File: config.mk
export PLATFORM = sky130hd
export DESIGN_NAME = datapath
export DESIGN_NICKNAME = d
export VERILOG_FILES = /design/src/hw/isa_pkg.sv /design/src/hw/pipe_pkg.sv /design/src/hw/alu.sv /design/src/hw/control_unit.sv /design/src/hw/datapath.sv /design/src/hw/forwarding_unit.sv /design/src/hw/hazard_unit.sv /design/src/hw/register_file.sv
export VERILOG_INCLUDE_DIRS = /design/src /design/src/hw
export SDC_FILE = /design/constraint.sdc
export NUM_CORES = 2
export LEC_CHECK = 0
export BUFFER_PORTS_ARGS = -buffer_cell sky130_fd_sc_hd__clkbuf_2
export CAP_MARGIN = 20
export CELL_PAD_IN_SITES_DETAIL_PLACEMENT = 0
export CELL_PAD_IN_SITES_GLOBAL_PLACEMENT = 1
export CORE_MARGIN = 5
export CORE_UTILIZATION = 53
export DETAILED_ROUTE_END_ITERATION = 7
export GPL_ROUTABILITY_DRIVEN = 0
export GPL_TIMING_DRIVEN = 0
export PLACE_DENSITY = 0.81
export SYNTH_ARGS = -nofsm -noshare
export SYNTH_HDL_FRONTEND = slang
export SYNTH_HIERARCHICAL = 1
export SYNTH_SLANG_ARGS = --single-unit
File: constraint.sdc
create_clock -name CLK -period 9.7 [get_ports CLK]
set_clock_uncertainty 0.05 [all_clocks]
set_input_delay 1.94 -clock CLK [delete_from_list [all_inputs] [get_ports CLK]]
set_output_delay 1.94 -clock CLK [all_outputs]
set_load 0.01 [all_outputs]
File: src/hw/cpu_defines.svh
// ------------------------------
// width constants for the core, included by
// the RTL and the testbench
// ------------------------------
`ifndef CPU_DEFINES_SVH
`define CPU_DEFINES_SVH

// machine word
`define DATA_W 32

// register select width and register count
`define REG_AW 5
`define REG_COUNT 32

`endif

File: src/hw/isa_pkg.sv
// ------------------------------
// instruction set encodings, shared by the
// decoder and the testbench reference model
// ------------------------------
`default_nettype none

package isa_pkg;

  // primary opcode, instr[31:26]
  typedef enum logic [5:0] {
    OP_RTYPE = 6'h00,
    OP_J     = 6'h02,
    OP_JAL   = 6'h03,
    OP_BEQ   = 6'h04,
    OP_BNE   = 6'h05,
    OP_ADDIU = 6'h09,
    OP_ORI   = 6'h0d,
    OP_LUI   = 6'h0f,
    OP_LW    = 6'h23,
    OP_SW    = 6'h2b,
    OP_HALT  = 6'h3f  // stops the core once retired
  } opcode_t;

  // function field of R-type, instr[5:0]
  typedef enum logic [5:0] {
    FN_SLL  = 6'h00,
    FN_JR   = 6'h08,
    FN_ADDU = 6'h21,
    FN_SUBU = 6'h23,
    FN_AND  = 6'h24,
    FN_OR   = 6'h25,
    FN_SLT  = 6'h2a
  } funct_t;

endpackage

`default_nettype wire

File: src/hw/pipe_pkg.sv
// ------------------------------
// pipeline-internal encodings for ALU control,
// write-back source and operand forwarding
// ------------------------------
`default_nettype none

package pipe_pkg;

  typedef enum logic [3:0] {
    ALU_ADD, ALU_SUB, ALU_AND, ALU_OR,
    ALU_SLT, ALU_SLL, ALU_LUI
  } aluop_t;

  // what write-back puts into the register file
  typedef enum logic [1:0] {
    WB_ALU, WB_MEM, WB_LINK
  } wb_src_t;

  // execute operand source
  typedef enum logic [1:0] {
    FWD_REG, FWD_EXMEM, FWD_MEMWB
  } fwd_sel_t;

endpackage

`default_nettype wire

File: src/hw/alu.sv
// ------------------------------
// execute-stage ALU, purely combinational
// ------------------------------
`default_nettype none
`include "cpu_defines.svh"

module alu (
  input  logic [`DATA_W-1:0] port_a,
  input  logic [`DATA_W-1:0] port_b,
  input  logic [4:0]         shamt,
  input  pipe_pkg::aluop_t   op,
  output logic [`DATA_W-1:0] result,
  output logic               zero
);
  import pipe_pkg::*;

  always_comb begin
    case (op)
      ALU_ADD: result = port_a + port_b;
      ALU_SUB: result = port_a - port_b;
      ALU_AND: result = port_a & port_b;
      ALU_OR:  result = port_a | port_b;
      ALU_SLT: result = {{(`DATA_W-1){1'b0}}, $signed(port_a) < $signed(port_b)};
      ALU_SLL: result = port_b << shamt;  // rt shifted, rs ignored
      ALU_LUI: result = {port_b[15:0], 16'h0000};
      default: result = '0;
    endcase
  end

  // branch compare uses SUB, so zero means equal
  assign zero = (result == '0);

endmodule

`default_nettype wire

File: src/hw/control_unit.sv
// ------------------------------
// instruction decoder, turns the word in decode
// into the control levels carried down the pipe
// ------------------------------
`default_nettype none
`include "cpu_defines.svh"

module control_unit (
  input  logic [`DATA_W-1:0] instr,
  output logic               reg_wen,
  output logic               mem_ren,
  output logic               mem_wen,
  output logic               alu_src,
  output logic               reg_dst,
  output logic               ext_sign,
  output logic               is_branch,
  output logic               is_bne,
  output logic               is_jump,
  output logic               is_jr,
  output logic               is_halt,
  output pipe_pkg::aluop_t   alu_op,
  output pipe_pkg::wb_src_t  wb_src
);
  import isa_pkg::*;
  import pipe_pkg::*;

  opcode_t opcode;
  funct_t  funct;

  assign opcode = opcode_t'(instr[31:26]);
  assign funct  = funct_t'(instr[5:0]);

  always_comb begin
    // no-op unless the opcode says otherwise
    reg_wen   = 1'b0;
    mem_ren   = 1'b0;
    mem_wen   = 1'b0;
    alu_src   = 1'b0;
    reg_dst   = 1'b0;
    ext_sign  = 1'b0;
    is_branch = 1'b0;
    is_bne    = 1'b0;
    is_jump   = 1'b0;
    is_jr     = 1'b0;
    is_halt   = 1'b0;
    alu_op    = ALU_ADD;
    wb_src    = WB_ALU;
    case (opcode)
      OP_RTYPE: begin
        reg_dst = 1'b1;
        reg_wen = 1'b1;
        case (funct)
          FN_ADDU: alu_op = ALU_ADD;
          FN_SUBU: alu_op = ALU_SUB;
          FN_AND:  alu_op = ALU_AND;
          FN_OR:   alu_op = ALU_OR;
          FN_SLT:  alu_op = ALU_SLT;
          FN_SLL:  alu_op = ALU_SLL;
          FN_JR: begin
            reg_wen = 1'b0;
            is_jr   = 1'b1;  // target is rs
          end
          default: reg_wen = 1'b0;
        endcase
      end
      OP_ADDIU: begin
        reg_wen  = 1'b1;
        alu_src  = 1'b1;
        ext_sign = 1'b1;
      end
      OP_ORI: begin
        reg_wen = 1'b1;
        alu_src = 1'b1;
        alu_op  = ALU_OR;  // zero extended
      end
      OP_LUI: begin
        reg_wen = 1'b1;
        alu_src = 1'b1;
        alu_op  = ALU_LUI;
      end
      OP_LW: begin
        reg_wen  = 1'b1;
        mem_ren  = 1'b1;
        alu_src  = 1'b1;
        ext_sign = 1'b1;
        wb_src   = WB_MEM;
      end
      OP_SW: begin
        mem_wen  = 1'b1;
        alu_src  = 1'b1;
        ext_sign = 1'b1;
      end
      OP_BEQ, OP_BNE: begin
        is_branch = 1'b1;
        is_bne    = (opcode == OP_BNE);
        ext_sign  = 1'b1;  // word offset
        alu_op    = ALU_SUB;
      end
      OP_J: is_jump = 1'b1;
      OP_JAL: begin
        is_jump = 1'b1;
        reg_wen = 1'b1;
        wb_src  = WB_LINK;  // rd forced to r31 in decode
      end
      OP_HALT: is_halt = 1'b1;
      default: ;
    endcase
  end

endmodule

`default_nettype wire

File: src/hw/datapath.sv
// ------------------------------
// five-stage pipeline top, IF ID EX MEM WB,
// talks to instruction and data memory through
// strobe and hit ports, halt marks program end
// ------------------------------
`default_nettype none
`include "cpu_defines.svh"

module datapath #(
  parameter logic [`DATA_W-1:0] PC_INIT = '0
) (
  input  logic               CLK,
  input  logic               nRST,
  output logic               imem_ren,
  output logic [`DATA_W-1:0] imem_addr,
  input  logic [`DATA_W-1:0] imem_load,
  input  logic               ihit,
  output logic               dmem_ren,
  output logic               dmem_wen,
  output logic [`DATA_W-1:0] dmem_addr,
  output logic [`DATA_W-1:0] dmem_store,
  input  logic [`DATA_W-1:0] dmem_load,
  input  logic               dhit,
  output logic               halt
);
  import pipe_pkg::*;

  logic [`DATA_W-1:0] pc, pc4, pc_next;
  logic               ifid_valid;
  logic [`DATA_W-1:0] ifid_instr, ifid_pc4;
  logic cu_reg_wen, cu_mem_ren, cu_mem_wen, cu_alu_src, cu_reg_dst, cu_ext_sign;
  logic cu_is_branch, cu_is_bne, cu_is_jump, cu_is_jr, cu_is_halt;
  aluop_t             cu_alu_op;
  wb_src_t            cu_wb_src;
  logic [`DATA_W-1:0] rf_rdat1, rf_rdat2, id_imm;
  logic [`REG_AW-1:0] id_rs, id_rt, id_wsel;
  logic idex_valid, idex_reg_wen, idex_mem_ren, idex_mem_wen, idex_alu_src;
  logic idex_is_branch, idex_is_bne, idex_is_jump, idex_is_jr, idex_is_halt;
  aluop_t             idex_alu_op;
  wb_src_t            idex_wb_src;
  logic [`DATA_W-1:0] idex_pc4, idex_rdat1, idex_rdat2, idex_imm;
  logic [`REG_AW-1:0] idex_rs, idex_rt, idex_wsel;
  logic [4:0]         idex_shamt;
  logic [25:0]        idex_jidx;
  fwd_sel_t           fwd_a, fwd_b;
  logic [`DATA_W-1:0] ex_a, ex_b, alu_b, alu_result, ex_target;
  logic               alu_zero, redirect;
  logic exmem_valid, exmem_reg_wen, exmem_mem_ren, exmem_mem_wen, exmem_is_halt;
  wb_src_t            exmem_wb_src;
  logic [`DATA_W-1:0] exmem_alu, exmem_store, exmem_pc4, exmem_fwd;
  logic [`REG_AW-1:0] exmem_wsel;
  logic               memwb_valid, memwb_reg_wen, memwb_is_halt, wb_wen;
  wb_src_t            memwb_wb_src;
  logic [`DATA_W-1:0] memwb_alu, memwb_load, memwb_pc4, wb_data;
  logic [`REG_AW-1:0] memwb_wsel;
  logic pc_en, ifid_en, ifid_flush, idex_en, idex_bubble, exmem_en, memwb_en, memwb_bubble;
  logic               halt_q, halt_pend;

  // ------------------------------
  // fetch
  assign pc4       = pc + 4;
  assign pc_next   = redirect ? ex_target : pc4;
  assign imem_ren  = !halt_q;
  assign imem_addr = pc;

  // HALT in EX or later, nothing younger may follow it
  assign halt_pend = (idex_valid & idex_is_halt) | (exmem_valid & exmem_is_halt)
                   | (memwb_valid & memwb_is_halt);

  always_ff @(posedge CLK or negedge nRST) begin
    if (!nRST) begin
      pc         <= PC_INIT;
      ifid_valid <= 1'b0;
    end else begin
      if (pc_en && !halt_pend) pc <= pc_next;
      if (ifid_en) ifid_valid <= !ifid_flush;
    end
  end

  always_ff @(posedge CLK) begin
    if (ifid_en) begin
      ifid_instr <= imem_load;
      ifid_pc4   <= pc4;
    end
  end

  // ------------------------------
  // decode
  control_unit u_control (
    .instr(ifid_instr), .reg_wen(cu_reg_wen), .mem_ren(cu_mem_ren), .mem_wen(cu_mem_wen),
    .alu_src(cu_alu_src), .reg_dst(cu_reg_dst), .ext_sign(cu_ext_sign),
    .is_branch(cu_is_branch), .is_bne(cu_is_bne), .is_jump(cu_is_jump), .is_jr(cu_is_jr),
    .is_halt(cu_is_halt), .alu_op(cu_alu_op), .wb_src(cu_wb_src)
  );

  assign id_rs   = ifid_instr[25:21];
  assign id_rt   = ifid_instr[20:16];
  assign id_imm  = cu_ext_sign ? {{(`DATA_W-16){ifid_instr[15]}}, ifid_instr[15:0]}
                               : {{(`DATA_W-16){1'b0}}, ifid_instr[15:0]};
  assign id_wsel = (cu_wb_src == WB_LINK) ? '1  // r31 link
                 : (cu_reg_dst ? ifid_instr[15:11] : id_rt);

  register_file u_regs (
    .CLK, .nRST, .wen(wb_wen), .wsel(memwb_wsel), .wdat(wb_data),
    .rsel1(id_rs), .rsel2(id_rt), .rdat1(rf_rdat1), .rdat2(rf_rdat2)
  );

  always_ff @(posedge CLK or negedge nRST) begin
    if (!nRST) idex_valid <= 1'b0;
    else if (idex_en) idex_valid <= ifid_valid & !(idex_bubble | halt_pend);
  end

  always_ff @(posedge CLK) begin
    if (idex_en) begin
      idex_reg_wen   <= cu_reg_wen;
      idex_mem_ren   <= cu_mem_ren;
      idex_mem_wen   <= cu_mem_wen;
      idex_alu_src   <= cu_alu_src;
      idex_is_branch <= cu_is_branch;
      idex_is_bne    <= cu_is_bne;
      idex_is_jump   <= cu_is_jump;
      idex_is_jr     <= cu_is_jr;
      idex_is_halt   <= cu_is_halt;
      idex_alu_op    <= cu_alu_op;
      idex_wb_src    <= cu_wb_src;
      idex_pc4       <= ifid_pc4;
      idex_rdat1     <= rf_rdat1;
      idex_rdat2     <= rf_rdat2;
      idex_imm       <= id_imm;
      idex_rs        <= id_rs;
      idex_rt        <= id_rt;
      idex_wsel      <= id_wsel;
      idex_shamt     <= ifid_instr[10:6];
      idex_jidx      <= ifid_instr[25:0];
    end
  end

  // ------------------------------
  // execute
  forwarding_unit u_fwd (
    .ex_rs(idex_rs), .ex_rt(idex_rt), .mem_rd(exmem_wsel),
    .mem_wen(exmem_valid & exmem_reg_wen), .wb_rd(memwb_wsel), .wb_wen,
    .fwd_a, .fwd_b
  );

  always_comb begin
    case (fwd_a)
      FWD_EXMEM: ex_a = exmem_fwd;
      FWD_MEMWB: ex_a = wb_data;
      default:   ex_a = idex_rdat1;
    endcase
    case (fwd_b)
      FWD_EXMEM: ex_b = exmem_fwd;
      FWD_MEMWB: ex_b = wb_data;
      default:   ex_b = idex_rdat2;
    endcase
  end

  assign alu_b = idex_alu_src ? idex_imm : ex_b;

  alu u_alu (
    .port_a(ex_a), .port_b(alu_b), .shamt(idex_shamt), .op(idex_alu_op),
    .result(alu_result), .zero(alu_zero)
  );

  // taken branch or any jump leaves the sequential path
  assign redirect = idex_valid & (idex_is_jump | idex_is_jr
                  | (idex_is_branch & (alu_zero ^ idex_is_bne)));

  always_comb begin
    if (idex_is_jr) ex_target = ex_a;
    else if (idex_is_jump) ex_target = {idex_pc4[`DATA_W-1:28], idex_jidx, 2'b00};
    else ex_target = idex_pc4 + {idex_imm[`DATA_W-3:0], 2'b00};
  end

  always_ff @(posedge CLK or negedge nRST) begin
    if (!nRST) exmem_valid <= 1'b0;
    else if (exmem_en) exmem_valid <= idex_valid;
  end

  always_ff @(posedge CLK) begin
    if (exmem_en) begin
      exmem_reg_wen <= idex_reg_wen;
      exmem_mem_ren <= idex_mem_ren;
      exmem_mem_wen <= idex_mem_wen;
      exmem_is_halt <= idex_is_halt;
      exmem_wb_src  <= idex_wb_src;
      exmem_alu     <= alu_result;
      exmem_store   <= ex_b;  // forwarded rt
      exmem_pc4     <= idex_pc4;
      exmem_wsel    <= idex_wsel;
    end
  end

  // ------------------------------
  // memory
  assign dmem_ren   = exmem_valid & exmem_mem_ren;
  assign dmem_wen   = exmem_valid & exmem_mem_wen;
  assign dmem_addr  = exmem_alu;
  assign dmem_store = exmem_store;
  assign exmem_fwd  = (exmem_wb_src == WB_LINK) ? exmem_pc4 : exmem_alu;

  hazard_unit u_hazard (
    .ihit, .dhit, .mem_busy(dmem_ren | dmem_wen), .id_rs, .id_rt,
    .ex_load(idex_valid & idex_mem_ren), .ex_rt(idex_rt), .redirect, .halt_seen(halt_q),
    .pc_en, .ifid_en, .ifid_flush, .idex_en, .idex_bubble, .exmem_en,
    .memwb_en, .memwb_bubble
  );

  always_ff @(posedge CLK or negedge nRST) begin
    if (!nRST) begin
      memwb_valid <= 1'b0;
      halt_q      <= 1'b0;
    end else begin
      if (memwb_en) memwb_valid <= exmem_valid & !memwb_bubble;
      halt_q <= halt_q | (memwb_valid & memwb_is_halt);  // sticky
    end
  end

  always_ff @(posedge CLK) begin
    if (memwb_en) begin
      memwb_reg_wen <= exmem_reg_wen;
      memwb_is_halt <= exmem_is_halt;
      memwb_wb_src  <= exmem_wb_src;
      memwb_alu     <= exmem_alu;
      memwb_load    <= dmem_load;  // valid on the dhit edge
      memwb_pc4     <= exmem_pc4;
      memwb_wsel    <= exmem_wsel;
    end
  end

  // ------------------------------
  // write-back
  assign wb_wen = memwb_valid & memwb_reg_wen;
  assign halt   = halt_q;

  always_comb begin
    case (memwb_wb_src)
      WB_MEM:  wb_data = memwb_load;
      WB_LINK: wb_data = memwb_pc4;
      default: wb_data = memwb_alu;
    endcase
  end

endmodule

`default_nettype wire

File: src/hw/forwarding_unit.sv
// ------------------------------
// operand bypass select for execute, newest
// writer wins, r0 never forwards
// ------------------------------
`default_nettype none
`include "cpu_defines.svh"

module forwarding_unit (
  input  logic [`REG_AW-1:0] ex_rs,
  input  logic [`REG_AW-1:0] ex_rt,
  input  logic [`REG_AW-1:0] mem_rd,
  input  logic               mem_wen,
  input  logic [`REG_AW-1:0] wb_rd,
  input  logic               wb_wen,
  output pipe_pkg::fwd_sel_t fwd_a,
  output pipe_pkg::fwd_sel_t fwd_b
);
  import pipe_pkg::*;

  function automatic fwd_sel_t pick(input logic [`REG_AW-1:0] src);
    fwd_sel_t sel;
    sel = FWD_REG;
    if (src != '0) begin
      if (mem_wen && mem_rd == src) begin
        sel = FWD_EXMEM;  // younger of the two
      end else if (wb_wen && wb_rd == src) begin
        sel = FWD_MEMWB;
      end
    end
    return sel;
  endfunction

  assign fwd_a = pick(ex_rs);
  assign fwd_b = pick(ex_rt);

endmodule

`default_nettype wire

File: src/hw/hazard_unit.sv
// ------------------------------
// stall and squash control for the five stages,
// one ranked decision per cycle
// ------------------------------
`default_nettype none
`include "cpu_defines.svh"

module hazard_unit (
  input  logic               ihit,
  input  logic               dhit,
  input  logic               mem_busy,
  input  logic [`REG_AW-1:0] id_rs,
  input  logic [`REG_AW-1:0] id_rt,
  input  logic               ex_load,
  input  logic [`REG_AW-1:0] ex_rt,
  input  logic               redirect,
  input  logic               halt_seen,
  output logic               pc_en,
  output logic               ifid_en,
  output logic               ifid_flush,
  output logic               idex_en,
  output logic               idex_bubble,
  output logic               exmem_en,
  output logic               memwb_en,
  output logic               memwb_bubble
);

  logic load_use;

  // load in execute feeds the instruction in decode
  assign load_use = ex_load && (ex_rt != '0) && (ex_rt == id_rs || ex_rt == id_rt);

  always_comb begin
    pc_en        = 1'b1;
    ifid_en      = 1'b1;
    ifid_flush   = 1'b0;
    idex_en      = 1'b1;
    idex_bubble  = 1'b0;
    exmem_en     = 1'b1;
    memwb_en     = 1'b1;
    memwb_bubble = 1'b0;
    if (halt_seen) begin
      // core stopped, only write-back drains
      pc_en        = 1'b0;
      ifid_en      = 1'b0;
      idex_en      = 1'b0;
      exmem_en     = 1'b0;
      memwb_bubble = 1'b1;
    end else if (mem_busy && !dhit) begin
      pc_en    = 1'b0;  // whole pipe waits on dmem
      ifid_en  = 1'b0;
      idex_en  = 1'b0;
      exmem_en = 1'b0;
      memwb_en = 1'b0;
    end else if (redirect) begin
      ifid_flush  = 1'b1;  // two wrong-path slots
      idex_bubble = 1'b1;
    end else if (load_use) begin
      pc_en       = 1'b0;
      ifid_en     = 1'b0;
      idex_bubble = 1'b1;
    end else if (!ihit) begin
      pc_en      = 1'b0;
      ifid_flush = 1'b1;
    end
  end

endmodule

`default_nettype wire

File: src/hw/register_file.sv
// ------------------------------
// 32 x 32 register file, two reads, one write,
// r0 hard zero, write data visible to reads
// in the same cycle
// ------------------------------
`default_nettype none
`include "cpu_defines.svh"

module register_file (
  input  logic               CLK,
  input  logic               nRST,
  input  logic               wen,
  input  logic [`REG_AW-1:0] wsel,
  input  logic [`DATA_W-1:0] wdat,
  input  logic [`REG_AW-1:0] rsel1,
  input  logic [`REG_AW-1:0] rsel2,
  output logic [`DATA_W-1:0] rdat1,
  output logic [`DATA_W-1:0] rdat2
);

  logic [`DATA_W-1:0] regs [`REG_COUNT];
  logic               wr_live;

  assign wr_live = wen && (wsel != '0);  // r0 writes dropped

  always_ff @(posedge CLK or negedge nRST) begin
    if (!nRST) begin
      for (int i = 0; i < `REG_COUNT; i++) begin
        regs[i] <= '0;
      end
    end else if (wr_live) begin
      regs[wsel] <= wdat;
    end
  end

  // bypass so decode sees the value retiring this cycle
  assign rdat1 = (wr_live && wsel == rsel1) ? wdat : regs[rsel1];
  assign rdat2 = (wr_live && wsel == rsel2) ? wdat : regs[rsel2];

endmodule

`default_nettype wire

==> results.cfg <==
[run_status]
status = complete, no violations

[layout]
layout-drive-gt1-share = 0.392
largest_register_ffs = 1024
syn_to_final_growth_pct = 13.4
layout_commonest_cell = sky130_fd_sc_hd__mux2_2
num-nets-final = 6709
largest_register_by_flop_count = u_regs/regs
most-common-layout-cells = sky130_fd_sc_hd__mux2_2, sky130_fd_sc_hd__dfrtp_1, sky130_fd_sc_hd__mux4_2, sky130_fd_sc_hd__edfxtp_1
stdcell_count = 8685

[timing]
fmax_mhz = 104
setup_viol = 0
max-slew-margin-rel = 0.111
tightestPinTransition_ns = 1.33
report.final.hold_viol_count = 0
maxSlewViolCount = 0
finalCritPeriodShare = 0.987
timing.hold.ws_ns = 0.365
layout_min_cycle_time_ns = 9.57

[critical_path]
path_common_cell = sky130_fd_sc_hd__nand2_1
critical-path-slowest-cell = sky130_fd_sc_hd__or4_1
reg2reg_setup_slack_ns = 0.13
cp_data_required_time_ns = 10.34
startpoint_type = flip-flop
r2r-end = imem_addr[31]
cp_max_fo = 14
worst_setup_path_end_kind = flip-flop
timing.reg2reg.worst_path_depth = 37
timing_worst_setup_path_type = reg2reg
critical_path.reg2reg.startpoint = idex_rs[3]
worst_ep_arrival_time_ns = 10.22
worst_path_largest_cell_delay_ns = 0.61

[detailed_routing]
route.final.wire_length_um = 312000
antenna_violating_nets_left = 0
drt-pass1-iter-count = 6
detail_route.vias_per_cell = 7.10
vias_post_dr = 61645
drt_first_iter_violations = 9389
post-route-drc-count = 0
post_drt_wl_per_cell_um = 36.0

[cts]
cts_inserted_buffers = 161
cts-htree-levels = 4
tritoncts = yes
clkSinkCount = 1480
clockRootBuffer = sky130_fd_sc_hd__clkbuf_16
path_clk_slew_ns = 0.06
cts_hold_buffers = 0
cts.path.max_buffers = 3
worstSkewPairLatency_ns = 0.82

[logic_synthesis]
synth_ff_type = sky130_fd_sc_hd__dfrtp_1
syn_area_per_cell_um2 = 13.5
synth_enable_flop_cells = 419
postSynthRegisterBits = 1480
synth_nets = 6264
ys_seq_area_frac = 0.480
post_synth_inst_count = 6053
yosys_cell_types = 117
yosysWarningCount = 6
cell_area_after_synthesis_um2 = 81500
synthArstFlopShare = 0.717

[pwr]
internal_power_mw = 15.4
clock_share_of_power = 0.248
power.net_switching_mw = 10.3
p_seq_frac = 0.353
power.density_cell_area_nw_per_um2 = 278
swShare = 0.400
static_leak_nw = 40.2
vdd_ir_drop_max_mv = 0.222
p_comb_frac = 0.400

[global_routing]
antenna_found_initial = 13
grt_pass1_wl_um = 439000
grt_overflow = 0
grt_max_degree = 107
grt_usage = 0.378
grt_pass1_vias = 60518

[floorplanning]
floorplan.initialDensity = 0.531
die_height_um = 402
ios = 168
design.core.area_um2 = 154000
die-area_um2 = 162000
rows = 144
floorplan.die.width_um = 402

[placed_design]
io_buffer_count = 167
place_hpwl_um = 230000
placed_cells_incl_taps = 8353

[run]
maxCapViolCount = 0

[worst_hold_path]
hold_path.class = reg2reg
worst_hold_path.num_cells = 0
hold-path-endpoint = idex_pc4[29]
worst_hold_startpoint = ifid_pc4[29]
==> synthesized netlist by cell type, types with 17 or more instances <==
library cell	n	area, um2
sky130_fd_sc_hd__a211oi_1	38	285
sky130_fd_sc_hd__edfxtp_1	419	12600
sky130_fd_sc_hd__o22ai_1	266	1660
sky130_fd_sc_hd__o21ai_0	216	1080
sky130_fd_sc_hd__ha_1	140	1750
sky130_fd_sc_hd__inv_1	115	432
sky130_fd_sc_hd__dfrtp_1	1061	26600
sky130_fd_sc_hd__clkbuf_1	300	1130
sky130_fd_sc_hd__mux2i_1	58	581
sky130_fd_sc_hd__and3_1	31	194
sky130_fd_sc_hd__a21oi_1	162	811
sky130_fd_sc_hd__nand3b_1	21	158
sky130_fd_sc_hd__buf_6	27	304
sky130_fd_sc_hd__o21a_1	20	150
sky130_fd_sc_hd__nand2b_1	17	106
sky130_fd_sc_hd__xnor2_1	64	561
sky130_fd_sc_hd__nor4_1	85	532
sky130_fd_sc_hd__buf_4	58	435
sky130_fd_sc_hd__a22oi_1	114	856
sky130_fd_sc_hd__a31oi_1	17	106
sky130_fd_sc_hd__mux2_2	1111	12500
sky130_fd_sc_hd__xor2_1	45	394
sky130_fd_sc_hd__a21o_1	33	248
sky130_fd_sc_hd__nor2_1	169	634
sky130_fd_sc_hd__nand3_1	61	305
sky130_fd_sc_hd__nor3_1	38	190
sky130_fd_sc_hd__buf_1	36	135
sky130_fd_sc_hd__mux4_2	526	11800
sky130_fd_sc_hd__nand2_1	287	1080
sky130_fd_sc_hd__o211ai_1	38	285
sky130_fd_sc_hd__buf_2	145	726
==> worst max-delay path, delay by kind of cell (launching register included) <==
kind | cells | cell delay [ns]
flops | 1 | 0.53
simple gates | 19 | 4.76
fa+ha+maj | 2 | 0.91
compound gates | 7 | 1.44
xor+xnor | 2 | 0.38
buf+inv | 6 | 1.16
mux | 1 | 0.18
==> repair_timing <==
item / CTS / global route
setup buffers: 11 / 9
gates resized for setup: 140 / 77
endpoints found under the setup margin: 98 / 32
endpoints found under the hold margin: 0 / 0
pin swaps: 0 / 5
==> power groups by stage <==
stage | logic [mW] | clock network [mW] | registers [mW]
floorplan | 5.93 | 0 | 8.70
global placement | 9.25 | 0 | 9.08
detailed placement | 9.61 | 0 | 9.10
CTS | 9.78 | 6.42 | 8.99
global route | 10.6 | 6.67 | 9.16
finish | 10.3 | 6.36 | 9.06
==> per-stage QoR <==
step	utilization	total power [mW]	setup WS (ns)	instance area (um2)	setup TNS, ns
after CTS	0.599	25.2	0.0854	92000	0
final	0.602	25.7	0.127	92400	0
after global placement	0.553	18.3	-19.50	84900	-
after floorplan	-	14.6	1.06	81500	0
after global routing	0.602	26.4	-0.0226	92400	-0.0226
after detailed placement	0.561	18.7	-2.66	86100	-147.39
==> final cells by class <==
cell class / instances / area (um2)
clock inverter: 69 / 757
antenna: 6 / 15.0
fill: 11989 / 61100
tap: 2044 / 2560
clock buffer: 231 / 4720
multi-input combinational: 3884 / 39600
timing repair buffer: 289 / 2320
buffer: 560 / 2830
inverter: 122 / 463
sequential: 1480 / 39100
==> kinds of logic (layout without fill, tap and decap cells) <==
family	count (synthesis)	in the layout	synth area share
DFF	1480	1480	0.480
other	1	7	0.0000460
buffers and inverters	689	1271	0.0394
AOI/OAI and AO/OA	1075	1075	0.0866
muxes	1709	1709	0.308
adders and majority gates	143	143	0.0222
and+or+nand+nor	847	847	0.0524
xor gates and xnor gates	109	109	0.0117
==> metal layers <==
layer  wire, um  part of all wire  global-route usage  vias to the layer above
li1           -                 -                   -                    24311
met1     116000              0.37               0.505                    31654
met2     128000              0.41               0.517                     4647
met3      44600              0.14               0.150                     1021
met4      24200             0.077               0.236                       12
met5        187           0.00060                   0                        -
==> worst max-delay path by stage <==
stage | start | to | slack, ns | cells after the start
CTS | idex_jidx[20] | imem_addr[21] | 0.09 | 37
global route | idex_rt[2] | imem_addr[31] | -0.02 | 36
floorplan | idex_rt[0] | ifid_instr[0] | 1.06 | 32
detailed placement | memwb_wb_src[1] | imem_addr[31] | -2.66 | 39
finish | idex_rs[3] | imem_addr[31] | 0.13 | 37
global placement | nRST | u_regs/regs[902] | -19.50 | 1
No activity file was read; power rests on OpenSTA's default activity.
